[config.mk]
export PLATFORM = sky130hd
export DESIGN_NAME = mem_subsystem
export DESIGN_NICKNAME = d
export VERILOG_FILES = /design/src/design/mem_pkg.sv /design/src/design/clint_timer.sv /design/src/design/icache.sv /design/src/design/mem_arbiter.sv /design/src/design/mem_subsystem.sv
export SDC_FILE = /design/constraint.sdc
export NUM_CORES = 1
export LEC_CHECK = 0
export BUFFER_PORTS_ARGS = -buffer_cell sky130_fd_sc_hd__buf_2
export CAP_MARGIN = 20
export CORE_MARGIN = 10
export CORE_UTILIZATION = 54
export CTS_BUF_LIST = sky130_fd_sc_hd__clkbuf_4
export CTS_CLUSTER_DIAMETER = 100
export DETAILED_ROUTE_END_ITERATION = 10
export PLACE_DENSITY = 0.72
export SLEW_MARGIN = 20
export SYNTH_ARGS = -nofsm -noshare
export SYNTH_HDL_FRONTEND = slang
export SYNTH_SLANG_ARGS = --single-unit
export TNS_END_PERCENT = 100
[constraint.sdc]
create_clock -name clock -period 7.95 [get_ports clock]
set_input_delay 2.385 -clock clock [delete_from_list [all_inputs] [get_ports clock]]
set_output_delay 2.385 -clock clock [all_outputs]
set_load 0.02 [all_outputs]
[src/design/mem_pkg.sv]
`default_nettype none

package mem_pkg;

  // bus widths
  localparam int addr_width = 32;
  localparam int data_width = 32;
  localparam int strb_width = data_width / 8;

  // instruction cache geometry, one word per line
  localparam int icache_lines = 16;
  localparam int icache_index_width = 4;
  localparam int icache_tag_width = addr_width - icache_index_width - 2;

  // core-local timer region
  localparam logic [addr_width-1:0] clint_base = 32'h0200_0000;
  // upper half of the address selects the region
  localparam logic [addr_width-1:0] clint_mask = 32'hffff_0000;

  // word offsets inside the region
  localparam logic [15:0] clint_mtime_lo = 16'hbff8;
  localparam logic [15:0] clint_mtime_hi = 16'hbffc;

  // axi response codes
  localparam logic [1:0] resp_okay = 2'b00;

endpackage

`default_nettype wire

[src/design/clint_timer.sv]
`timescale 1ns/1ps
`default_nettype none

module clint_timer (
  input  logic                            clock,
  input  logic                            reset,
  input  logic                            timer_hi,
  output logic [mem_pkg::data_width-1:0] timer_rdata
);

  localparam int count_width = 2 * mem_pkg::data_width;

  logic [count_width-1:0] mtime;

  // free running, one tick per clock
  always_ff @(posedge clock) begin
    if (reset) begin
      mtime <= '0;
    end else begin
      mtime <= mtime + count_width'(1);
    end
  end

  // word select for the read port
  always_comb begin
    if (timer_hi) begin
      timer_rdata = mtime[count_width-1:mem_pkg::data_width];
    end else begin
      timer_rdata = mtime[mem_pkg::data_width-1:0];
    end
  end

endmodule

`default_nettype wire

[src/design/icache.sv]
`timescale 1ns/1ps
`default_nettype none

module icache (
  input  logic                            clock,
  input  logic                            reset,
  // fetch side
  input  logic                            fetch_valid,
  input  logic [mem_pkg::addr_width-1:0] fetch_addr,
  output logic                            fetch_ready,
  output logic                            fetch_resp_valid,
  output logic [mem_pkg::data_width-1:0] fetch_resp_data,
  // refill side
  output logic                            refill_valid,
  output logic [mem_pkg::addr_width-1:0] refill_addr,
  input  logic                            refill_ready,
  input  logic                            refill_resp_valid,
  input  logic [mem_pkg::data_width-1:0] refill_resp_data
);

  localparam int idx_w = mem_pkg::icache_index_width;
  localparam int tag_w = mem_pkg::icache_tag_width;

  typedef enum logic [1:0] {
    st_idle,
    st_refill,
    st_wait
  } state_t;

  state_t state;

  logic [mem_pkg::icache_lines-1:0] line_valid;
  logic [tag_w-1:0]                 tag_mem [mem_pkg::icache_lines];
  logic [mem_pkg::data_width-1:0]   data_mem [mem_pkg::icache_lines];

  logic [idx_w-1:0]               fetch_idx;
  logic [tag_w-1:0]               fetch_tag;
  logic [mem_pkg::addr_width-1:0] miss_addr;
  logic [idx_w-1:0]               miss_idx;
  logic [tag_w-1:0]               miss_tag;

  logic                           accept;
  logic                           hit;
  logic                           refill_valid_q;
  logic                           resp_valid_q;
  logic [mem_pkg::data_width-1:0] resp_data_q;

  assign fetch_idx = fetch_addr[idx_w+1:2];
  assign fetch_tag = fetch_addr[mem_pkg::addr_width-1 -: tag_w];
  assign miss_idx  = miss_addr[idx_w+1:2];
  assign miss_tag  = miss_addr[mem_pkg::addr_width-1 -: tag_w];

  // lookup happens in the accepting cycle
  assign hit    = line_valid[fetch_idx] && (tag_mem[fetch_idx] == fetch_tag);
  assign accept = fetch_valid && fetch_ready;

  assign fetch_ready      = (state == st_idle);
  assign fetch_resp_valid = resp_valid_q;
  assign fetch_resp_data  = resp_data_q;

  // refill is always word aligned
  assign refill_valid = refill_valid_q;
  assign refill_addr  = {miss_addr[mem_pkg::addr_width-1:2], 2'b00};

  always_ff @(posedge clock) begin
    if (reset) begin
      state          <= st_idle;
      line_valid     <= '0;
      refill_valid_q <= 1'b0;
      resp_valid_q   <= 1'b0;
    end else begin
      resp_valid_q <= 1'b0;
      case (state)
        st_idle: begin
          if (accept && hit) begin
            resp_valid_q <= 1'b1;
          end else if (accept) begin
            refill_valid_q <= 1'b1;
            state          <= st_refill;
          end
        end
        st_refill: begin
          if (refill_ready) begin
            refill_valid_q <= 1'b0;
            state          <= st_wait;
          end
        end
        st_wait: begin
          if (refill_resp_valid) begin
            line_valid[miss_idx] <= 1'b1;
            resp_valid_q         <= 1'b1;
            state                <= st_idle;
          end
        end
        default: state <= st_idle;
      endcase
    end
  end

  // arrays and response word
  always_ff @(posedge clock) begin
    if (accept) begin
      miss_addr   <= fetch_addr;
      resp_data_q <= data_mem[fetch_idx];
    end
    if (state == st_wait && refill_resp_valid) begin
      tag_mem[miss_idx]  <= miss_tag;
      data_mem[miss_idx] <= refill_resp_data;
      // miss data goes straight back to the fetch side
      resp_data_q        <= refill_resp_data;
    end
  end

endmodule

`default_nettype wire

[src/design/mem_arbiter.sv]
`timescale 1ns/1ps
`default_nettype none

module mem_arbiter (
  input  logic                            clock,
  input  logic                            reset,
  // load/store port
  input  logic                            lsu_valid,
  input  logic                            lsu_write,
  input  logic [mem_pkg::addr_width-1:0] lsu_addr,
  input  logic [mem_pkg::data_width-1:0] lsu_wdata,
  input  logic [mem_pkg::strb_width-1:0] lsu_strb,
  output logic                            lsu_ready,
  output logic                            lsu_resp_valid,
  output logic [mem_pkg::data_width-1:0] lsu_resp_data,
  // cache refill port
  input  logic                            refill_valid,
  input  logic [mem_pkg::addr_width-1:0] refill_addr,
  output logic                            refill_ready,
  output logic                            refill_resp_valid,
  output logic [mem_pkg::data_width-1:0] refill_resp_data,
  // timer read
  output logic                            timer_hi,
  input  logic [mem_pkg::data_width-1:0] timer_rdata,
  // axi master
  output logic                            arvalid,
  output logic [mem_pkg::addr_width-1:0] araddr,
  input  logic                            arready,
  input  logic                            rvalid,
  input  logic [mem_pkg::data_width-1:0] rdata,
  input  logic [1:0]                      rresp,
  input  logic                            rlast,
  output logic                            rready,
  output logic                            awvalid,
  output logic [mem_pkg::addr_width-1:0] awaddr,
  input  logic                            awready,
  output logic                            wvalid,
  output logic [mem_pkg::data_width-1:0] wdata,
  output logic [mem_pkg::strb_width-1:0] wstrb,
  output logic                            wlast,
  input  logic                            wready,
  input  logic                            bvalid,
  input  logic [1:0]                      bresp,
  output logic                            bready
);

  typedef enum logic [2:0] {
    st_idle,
    st_rd_addr,
    st_rd_data,
    st_wr_addr,
    st_wr_resp,
    st_timer
  } state_t;

  state_t state;

  logic                           lsu_in_timer;
  logic                           take_lsu;
  logic                           take_refill;
  logic                           r_done;
  logic                           b_done;
  logic                           aw_left;
  logic                           w_left;
  logic [mem_pkg::data_width-1:0] rd_word;
  logic [mem_pkg::data_width-1:0] timer_word;
  logic [15:0]                    lat_offset;

  logic                           lat_lsu;
  logic                           lat_write;
  logic [mem_pkg::addr_width-1:0] lat_addr;
  logic [mem_pkg::data_width-1:0] lat_wdata;
  logic [mem_pkg::strb_width-1:0] lat_strb;
  logic                           arvalid_q;
  logic                           awvalid_q;
  logic                           wvalid_q;
  logic                           lsu_rsp_q;
  logic                           refill_rsp_q;
  logic [mem_pkg::data_width-1:0] rsp_data_q;

  assign lsu_in_timer = (lsu_addr & mem_pkg::clint_mask) ==
                        (mem_pkg::clint_base & mem_pkg::clint_mask);

  // load/store wins a tie
  assign lsu_ready    = (state == st_idle);
  assign refill_ready = (state == st_idle) && !lsu_valid;
  assign take_lsu     = lsu_valid && lsu_ready;
  assign take_refill  = refill_valid && refill_ready;

  assign arvalid = arvalid_q;
  assign araddr  = lat_addr;
  assign rready  = (state == st_rd_data);
  assign awvalid = awvalid_q;
  assign awaddr  = lat_addr;
  assign wvalid  = wvalid_q;
  assign wdata   = lat_wdata;
  assign wstrb   = lat_strb;
  assign wlast   = wvalid_q;
  assign bready  = (state == st_wr_resp);

  assign r_done  = rvalid && rready;
  assign b_done  = bvalid && bready;
  assign aw_left = awvalid_q && !awready;
  assign w_left  = wvalid_q && !wready;

  // error or truncated beat returns zero
  assign rd_word = (rresp == mem_pkg::resp_okay && rlast) ? rdata : '0;

  // timer access served from the latched offset
  assign lat_offset = lat_addr[15:0];
  assign timer_hi   = (lat_offset == mem_pkg::clint_mtime_hi);
  assign timer_word = (!lat_write && (timer_hi || lat_offset == mem_pkg::clint_mtime_lo)) ?
                      timer_rdata : '0;

  assign lsu_resp_valid    = lsu_rsp_q || (state == st_timer);
  assign lsu_resp_data     = (state == st_timer) ? timer_word : rsp_data_q;
  assign refill_resp_valid = refill_rsp_q;
  assign refill_resp_data  = rsp_data_q;

  always_ff @(posedge clock) begin
    if (reset) begin
      state        <= st_idle;
      lat_lsu      <= 1'b0;
      arvalid_q    <= 1'b0;
      awvalid_q    <= 1'b0;
      wvalid_q     <= 1'b0;
      lsu_rsp_q    <= 1'b0;
      refill_rsp_q <= 1'b0;
    end else begin
      lsu_rsp_q    <= 1'b0;
      refill_rsp_q <= 1'b0;
      case (state)
        st_idle: begin
          if (take_lsu) begin
            lat_lsu <= 1'b1;
            if (lsu_in_timer) begin
              state <= st_timer;
            end else if (lsu_write) begin
              awvalid_q <= 1'b1;
              wvalid_q  <= 1'b1;
              state     <= st_wr_addr;
            end else begin
              arvalid_q <= 1'b1;
              state     <= st_rd_addr;
            end
          end else if (take_refill) begin
            lat_lsu   <= 1'b0;
            arvalid_q <= 1'b1;
            state     <= st_rd_addr;
          end
        end
        st_rd_addr: begin
          if (arvalid_q && arready) begin
            arvalid_q <= 1'b0;
            state     <= st_rd_data;
          end
        end
        st_rd_data: begin
          if (r_done) begin
            lsu_rsp_q    <= lat_lsu;
            refill_rsp_q <= !lat_lsu;
            state        <= st_idle;
          end
        end
        st_wr_addr: begin
          // aw and w retire independently
          if (awready) awvalid_q <= 1'b0;
          if (wready) wvalid_q <= 1'b0;
          if (!aw_left && !w_left) state <= st_wr_resp;
        end
        st_wr_resp: begin
          if (b_done) begin
            lsu_rsp_q <= 1'b1;
            state     <= st_idle;
          end
        end
        st_timer: state <= st_idle;
        default:  state <= st_idle;
      endcase
    end
  end

  // request payload and returned word
  always_ff @(posedge clock) begin
    if (take_lsu) begin
      lat_addr  <= lsu_addr;
      lat_write <= lsu_write;
      lat_wdata <= lsu_wdata;
      lat_strb  <= lsu_strb;
    end else if (take_refill) begin
      lat_addr  <= refill_addr;
      lat_write <= 1'b0;
    end
    if (r_done) begin
      rsp_data_q <= rd_word;
    end else if (b_done) begin
      // zero on okay
      rsp_data_q <= {{(mem_pkg::data_width-2){1'b0}}, bresp};
    end
  end

endmodule

`default_nettype wire

[src/design/mem_subsystem.sv]
`timescale 1ns/1ps
`default_nettype none

module mem_subsystem (
  input  logic                            clock,
  input  logic                            reset,
  // instruction fetch
  input  logic                            fetch_valid,
  input  logic [mem_pkg::addr_width-1:0] fetch_addr,
  output logic                            fetch_ready,
  output logic                            fetch_resp_valid,
  output logic [mem_pkg::data_width-1:0] fetch_resp_data,
  // load/store
  input  logic                            lsu_valid,
  input  logic                            lsu_write,
  input  logic [mem_pkg::addr_width-1:0] lsu_addr,
  input  logic [mem_pkg::data_width-1:0] lsu_wdata,
  input  logic [mem_pkg::strb_width-1:0] lsu_strb,
  output logic                            lsu_ready,
  output logic                            lsu_resp_valid,
  output logic [mem_pkg::data_width-1:0] lsu_resp_data,
  // axi master
  output logic                            arvalid,
  output logic [mem_pkg::addr_width-1:0] araddr,
  input  logic                            arready,
  input  logic                            rvalid,
  input  logic [mem_pkg::data_width-1:0] rdata,
  input  logic [1:0]                      rresp,
  input  logic                            rlast,
  output logic                            rready,
  output logic                            awvalid,
  output logic [mem_pkg::addr_width-1:0] awaddr,
  input  logic                            awready,
  output logic                            wvalid,
  output logic [mem_pkg::data_width-1:0] wdata,
  output logic [mem_pkg::strb_width-1:0] wstrb,
  output logic                            wlast,
  input  logic                            wready,
  input  logic                            bvalid,
  input  logic [1:0]                      bresp,
  output logic                            bready
);

  logic                           refill_valid;
  logic [mem_pkg::addr_width-1:0] refill_addr;
  logic                           refill_ready;
  logic                           refill_resp_valid;
  logic [mem_pkg::data_width-1:0] refill_resp_data;
  logic                           timer_hi;
  logic [mem_pkg::data_width-1:0] timer_rdata;

  icache i_icache (
    .clock             (clock),
    .reset             (reset),
    .fetch_valid       (fetch_valid),
    .fetch_addr        (fetch_addr),
    .fetch_ready       (fetch_ready),
    .fetch_resp_valid  (fetch_resp_valid),
    .fetch_resp_data   (fetch_resp_data),
    .refill_valid      (refill_valid),
    .refill_addr       (refill_addr),
    .refill_ready      (refill_ready),
    .refill_resp_valid (refill_resp_valid),
    .refill_resp_data  (refill_resp_data)
  );

  mem_arbiter i_arbiter (
    .clock             (clock),
    .reset             (reset),
    .lsu_valid         (lsu_valid),
    .lsu_write         (lsu_write),
    .lsu_addr          (lsu_addr),
    .lsu_wdata         (lsu_wdata),
    .lsu_strb          (lsu_strb),
    .lsu_ready         (lsu_ready),
    .lsu_resp_valid    (lsu_resp_valid),
    .lsu_resp_data     (lsu_resp_data),
    .refill_valid      (refill_valid),
    .refill_addr       (refill_addr),
    .refill_ready      (refill_ready),
    .refill_resp_valid (refill_resp_valid),
    .refill_resp_data  (refill_resp_data),
    .timer_hi          (timer_hi),
    .timer_rdata       (timer_rdata),
    .arvalid           (arvalid),
    .araddr            (araddr),
    .arready           (arready),
    .rvalid            (rvalid),
    .rdata             (rdata),
    .rresp             (rresp),
    .rlast             (rlast),
    .rready            (rready),
    .awvalid           (awvalid),
    .awaddr            (awaddr),
    .awready           (awready),
    .wvalid            (wvalid),
    .wdata             (wdata),
    .wstrb             (wstrb),
    .wlast             (wlast),
    .wready            (wready),
    .bvalid            (bvalid),
    .bresp             (bresp),
    .bready            (bready)
  );

  clint_timer i_clint (
    .clock       (clock),
    .reset       (reset),
    .timer_hi    (timer_hi),
    .timer_rdata (timer_rdata)
  );

endmodule

`default_nettype wire

==> parameters.txt <==
Parameter                              Value

Synth
  Number of synthesized flops with an enable pin ... 1091
  Cell area after synthesis ... between 0.04 and 0.05 mm2
  Share of the synthesized area in the top cell type ... between 60% and 70%
  Sequential area share after synthesis ... about 74%
  FFs w/ async S/R, synth ... 0%
  Flip-flop and latch count after synthesis ... ~1.2k
  Cell count after synthesis ... ~2.5k
  Syn nets ... between 2k and 3k
  Count of synthesis-stage warnings from yosys ... 0
  Mean instance size in the synthesized netlist ... 18.4 um2
  Library cells used by synthesis ... 74
  Synth area leaders ... sky130_fd_sc_hd__edfxtp_1, sky130_fd_sc_hd__mux4_2, sky130_fd_sc_hd__dfxtp_1
  Top flip-flop cell by instance count after synthesis ... sky130_fd_sc_hd__edfxtp_1
  Largest area contributor in the synthesized netlist ... sky130_fd_sc_hd__edfxtp_1

Pwr
  Post-route total power ... about 13000 uW
  Combinational share of power ... approximately 7.5%
  Switch Pwr ... 3180 uW
  Clk network pwr share ... a little under two fifths
  Switch share ... 24.2%
  IR Drop Worst-Case VDD ... around 0.18 mV
  Fraction of power consumed by sequential logic ... between 50% and 60%
  Cell internal pwr ... between 9000 and 10000 uW
  Leak Pwr ... 0.0183 uW
  Cell area power density ... roughly 250 mW/mm2

Detailed routing
  Iteration-0 DRC count of the detailed router ... between 3k and 4k
  Via count ... roughly 27k
  Final wirelength ... around 120000 um
  DRC violation count after routing ... 0
  Length of the first detailed-routing pass in iterations ... 8
  Post-detailed-route via-to-cell ratio ... between 6 and 7
  DR WL/cell ... around 27 um
  Detail Route Antenna Nets ... 0

Min path
  Cells on Worst Hold Path ... 2
  Terminating pin of the worst hold path ... i_icache.line_valid[0]
  Worst hold-check path type ... flip-flop to flip-flop
  Worst min-delay path startpoint ... i_icache.line_valid[0]

CTS
  H-tree level count ... 5
  Maximum buffer depth of the clock tree ... 4
  Post-CTS resize count ... 0
  TritonCTS clock tree ... done
  Worst-skew pair later-pin latency ... around 1.1 ns
  CTS Buf Count ... 305
  Number of setup buffers added after CTS ... 0
  TritonCTS Sinks ... approximately 1.2k
  Number of hold-repair buffers added at the cts stage ... 0
  Root cell of the clock tree ... sky130_fd_sc_hd__clkbuf_4
  Clock-pin slew on the worst setup and hold paths ... around 0.070 ns

Critical path
  Required time of the critical path ... 5.57 ns
  Cell type group with the largest total delay on the critical path ... simple AND/OR/NAND/NOR gates
  Beginning of the worst register-to-register path ... i_icache.state[0]
  Worst setup SP type ... flip-flop
  Slowest Stage Delay on Critical Path ... ~0.65 ns
  Count of cells along the worst register-to-register path ... 5
  Stages on the worst setup path ... 7
  RR Endpoint ... i_icache.tag_mem[13][19]
  Arr. time, crit path ... a little under 4 ns
  Crit path kind ... flip-flop to output port
  Slowest stage cell, crit path ... sky130_fd_sc_hd__nor3_1
  Buffer and inverter count on the worst path ... 2
  Crit end category ... output port
  Register-to-register setup slack ... between 4 and 5 ns
  Critical-path cell list ... nand4_1 -> nor3_1 -> nor4b_2 -> buf_4 -> o221ai_1 -> nand2_1 -> buf_2
  Largest fanout on the critical path ... 32

Finish
  Highest-count cells in the layout ignoring fill and taps ... sky130_fd_sc_hd__edfxtp_1, sky130_fd_sc_hd__clkbuf_4, sky130_fd_sc_hd__buf_2
  Share of layout cells above drive strength 1 ... between 30% and 40%
  Non-filler instance count after layout ... between 4k and 5k
  Net count of the finished layout ... between 3k and 4k
  Area growth from synthesis to final layout ... 13.5%
  Leading cell type in the layout, fill and taps excluded ... sky130_fd_sc_hd__edfxtp_1

STA
  Setup TNS ... 0 ns
  Final critical path time including I/O delays and setup ... ~6.2 ns
  Max-slew violation total from the final report ... 0
  Number of endpoints with negative hold slack in the final report ... 0
  Number of setup violations in the final report ... 0
  Slack of the critical path ... 1.71 ns
  Headroom to the max-slew limit ... approximately a quarter
  Slew at the pin closest to its max-slew limit ... 1.10 ns
  Period utilization ... between 70% and 80%
  Maximum clock rate ... approximately 160 MHz
  Clock Skew ... 0.101 ns
  Hold_ws ... between 0.4 and 0.5 ns
  Setup repair after global routing missed its margin ... false

GRT
  Via count of the first global-routing pass ... around 28k
  Global-route congestion overflow total ... 0
  Wire length of the first global-routing pass ... roughly 180000 um
  Initial antenna violation count ... 6
  Global routing usage summed across all routing layers ... between 20 and 25%
  Pin count of the biggest net entering global routing ... 97

Die
  Chip width ... around 310 um
  Total core area ... 0.0865 mm2
  Core Rows ... between 100 and 150
  Die Y-Extent ... ~310 um
  Count of pins on the block boundary ... approximately 320
  Die ar. ... 0.0990 mm2
  Starting Density ... around 54%

Place
  DP HPWL ... roughly 71000 um
  Worst setup slack after placement ... roughly 1.7 ns
  Number of placed instances, taps included ... 3905
  Final GP Congestion ... roughly 0.95
  Number of buffers inserted by port buffering ... ~320

Status
  Outcome ... complete, no violations

Job
  Max cap viols ... 0
-- Yosys cell counts (all sizes together) (39+ instances only) --
cell type and count:
nand2 238, mux2i 72, clkbuf 64, and2 39, xor2 44, nor2 136
buf 98, edfxtp 1091, dfxtp 93, mux2 50, mux4 244
-- worst register-to-register path, stage by stage, from the launching register on --
cell,delay (ns)
sky130_fd_sc_hd__dfxtp_1,0.35
sky130_fd_sc_hd__and3b_2,0.24
sky130_fd_sc_hd__buf_4,0.54
sky130_fd_sc_hd__nand3_1,0.46
sky130_fd_sc_hd__nor2_4,0.92
sky130_fd_sc_hd__buf_4,0.80
-- how the worst max path moves through the flow --
stage,start,end,slack [ns]
floorplan,i_icache.state[0],i_icache.data_mem[0][0],2.36
global placement,fetch_addr[2],i_icache.state[0],1.71
detailed placement,fetch_addr[2],i_icache.fetch_resp_valid,1.67
CTS,i_arbiter.araddr[14],lsu_resp_data[30],1.47
global route,i_arbiter.araddr[14],lsu_resp_data[30],1.43
finish,i_arbiter.araddr[10],lsu_resp_data[30],1.71
-- stage by stage --
stage / area (um2) / util, %
6_report: 53200 / 61.6
3_5_place_dp: 49600 / 57.4
2_1_floorplan: 46900 / -
5_1_grt: 53200 / 61.5
3_3_place_gp: 49600 / 57.4
4_1_cts: 53200 / 61.5
-- state kept, by name (all words and copies together), names as in the netlist, 2 cells and up --
name / flops
i_arbiter.wdata: 32
i_icache.state: 2
i_clint.mtime: 64
i_icache.data_mem: 512
i_icache.fetch_resp_data: 32
i_icache.tag_mem: 416
i_arbiter.araddr: 32
i_arbiter.state: 3
i_icache.line_valid: 16
i_icache.miss_addr: 30
i_arbiter.wstrb: 4
i_arbiter.refill_resp_data: 32
-- per-layer routing --
layer	routed length (um)	global-route usage, %	share of wire, %
met1	45900	31.6	38
met2	59200	39.2	50
met3	11800	6.45	9.9
met4	2500	7.35	2.1
met5	0	0	0
-- power groups by stage --
stage               registers (uW)  logic, uW  clock network (uW)
detailed placement            7350        986                   0
global placement              7330        970                   0
finish                        7220        985                4910
global route                  7240       1040                5360
CTS                           7220        989                5020
floorplan                     7360        575                   0
-- layout make-up --
class / instances / area [um2]
Antenna cell: 6 / 15.0
Clock buffer: 420 / 3150
Clock inverter: 86 / 450
Fill cell: 6267 / 33200
Inverter: 21 / 78.8
Multi-Input combinational cell: 1178 / 11500
Sequential cell: 1184 / 34600
Tap cell: 1155 / 1450
Timing Repair Buffer: 367 / 2010
-- cell families (layout without fill, tap and decap cells) --
kind of cell	count (synthesis)	in the layout	share of synthesized area, %
mux	366	366	14.5
buf+inv	183	894	2.00
other cells	0	6	0
fa+ha+maj	1	1	0.0267
compound gates	167	167	2.66
simple gates	568	568	5.58
flops	1184	1184	73.8
xor+xnor	76	76	1.42
Power figures use the tool's default switching activity.
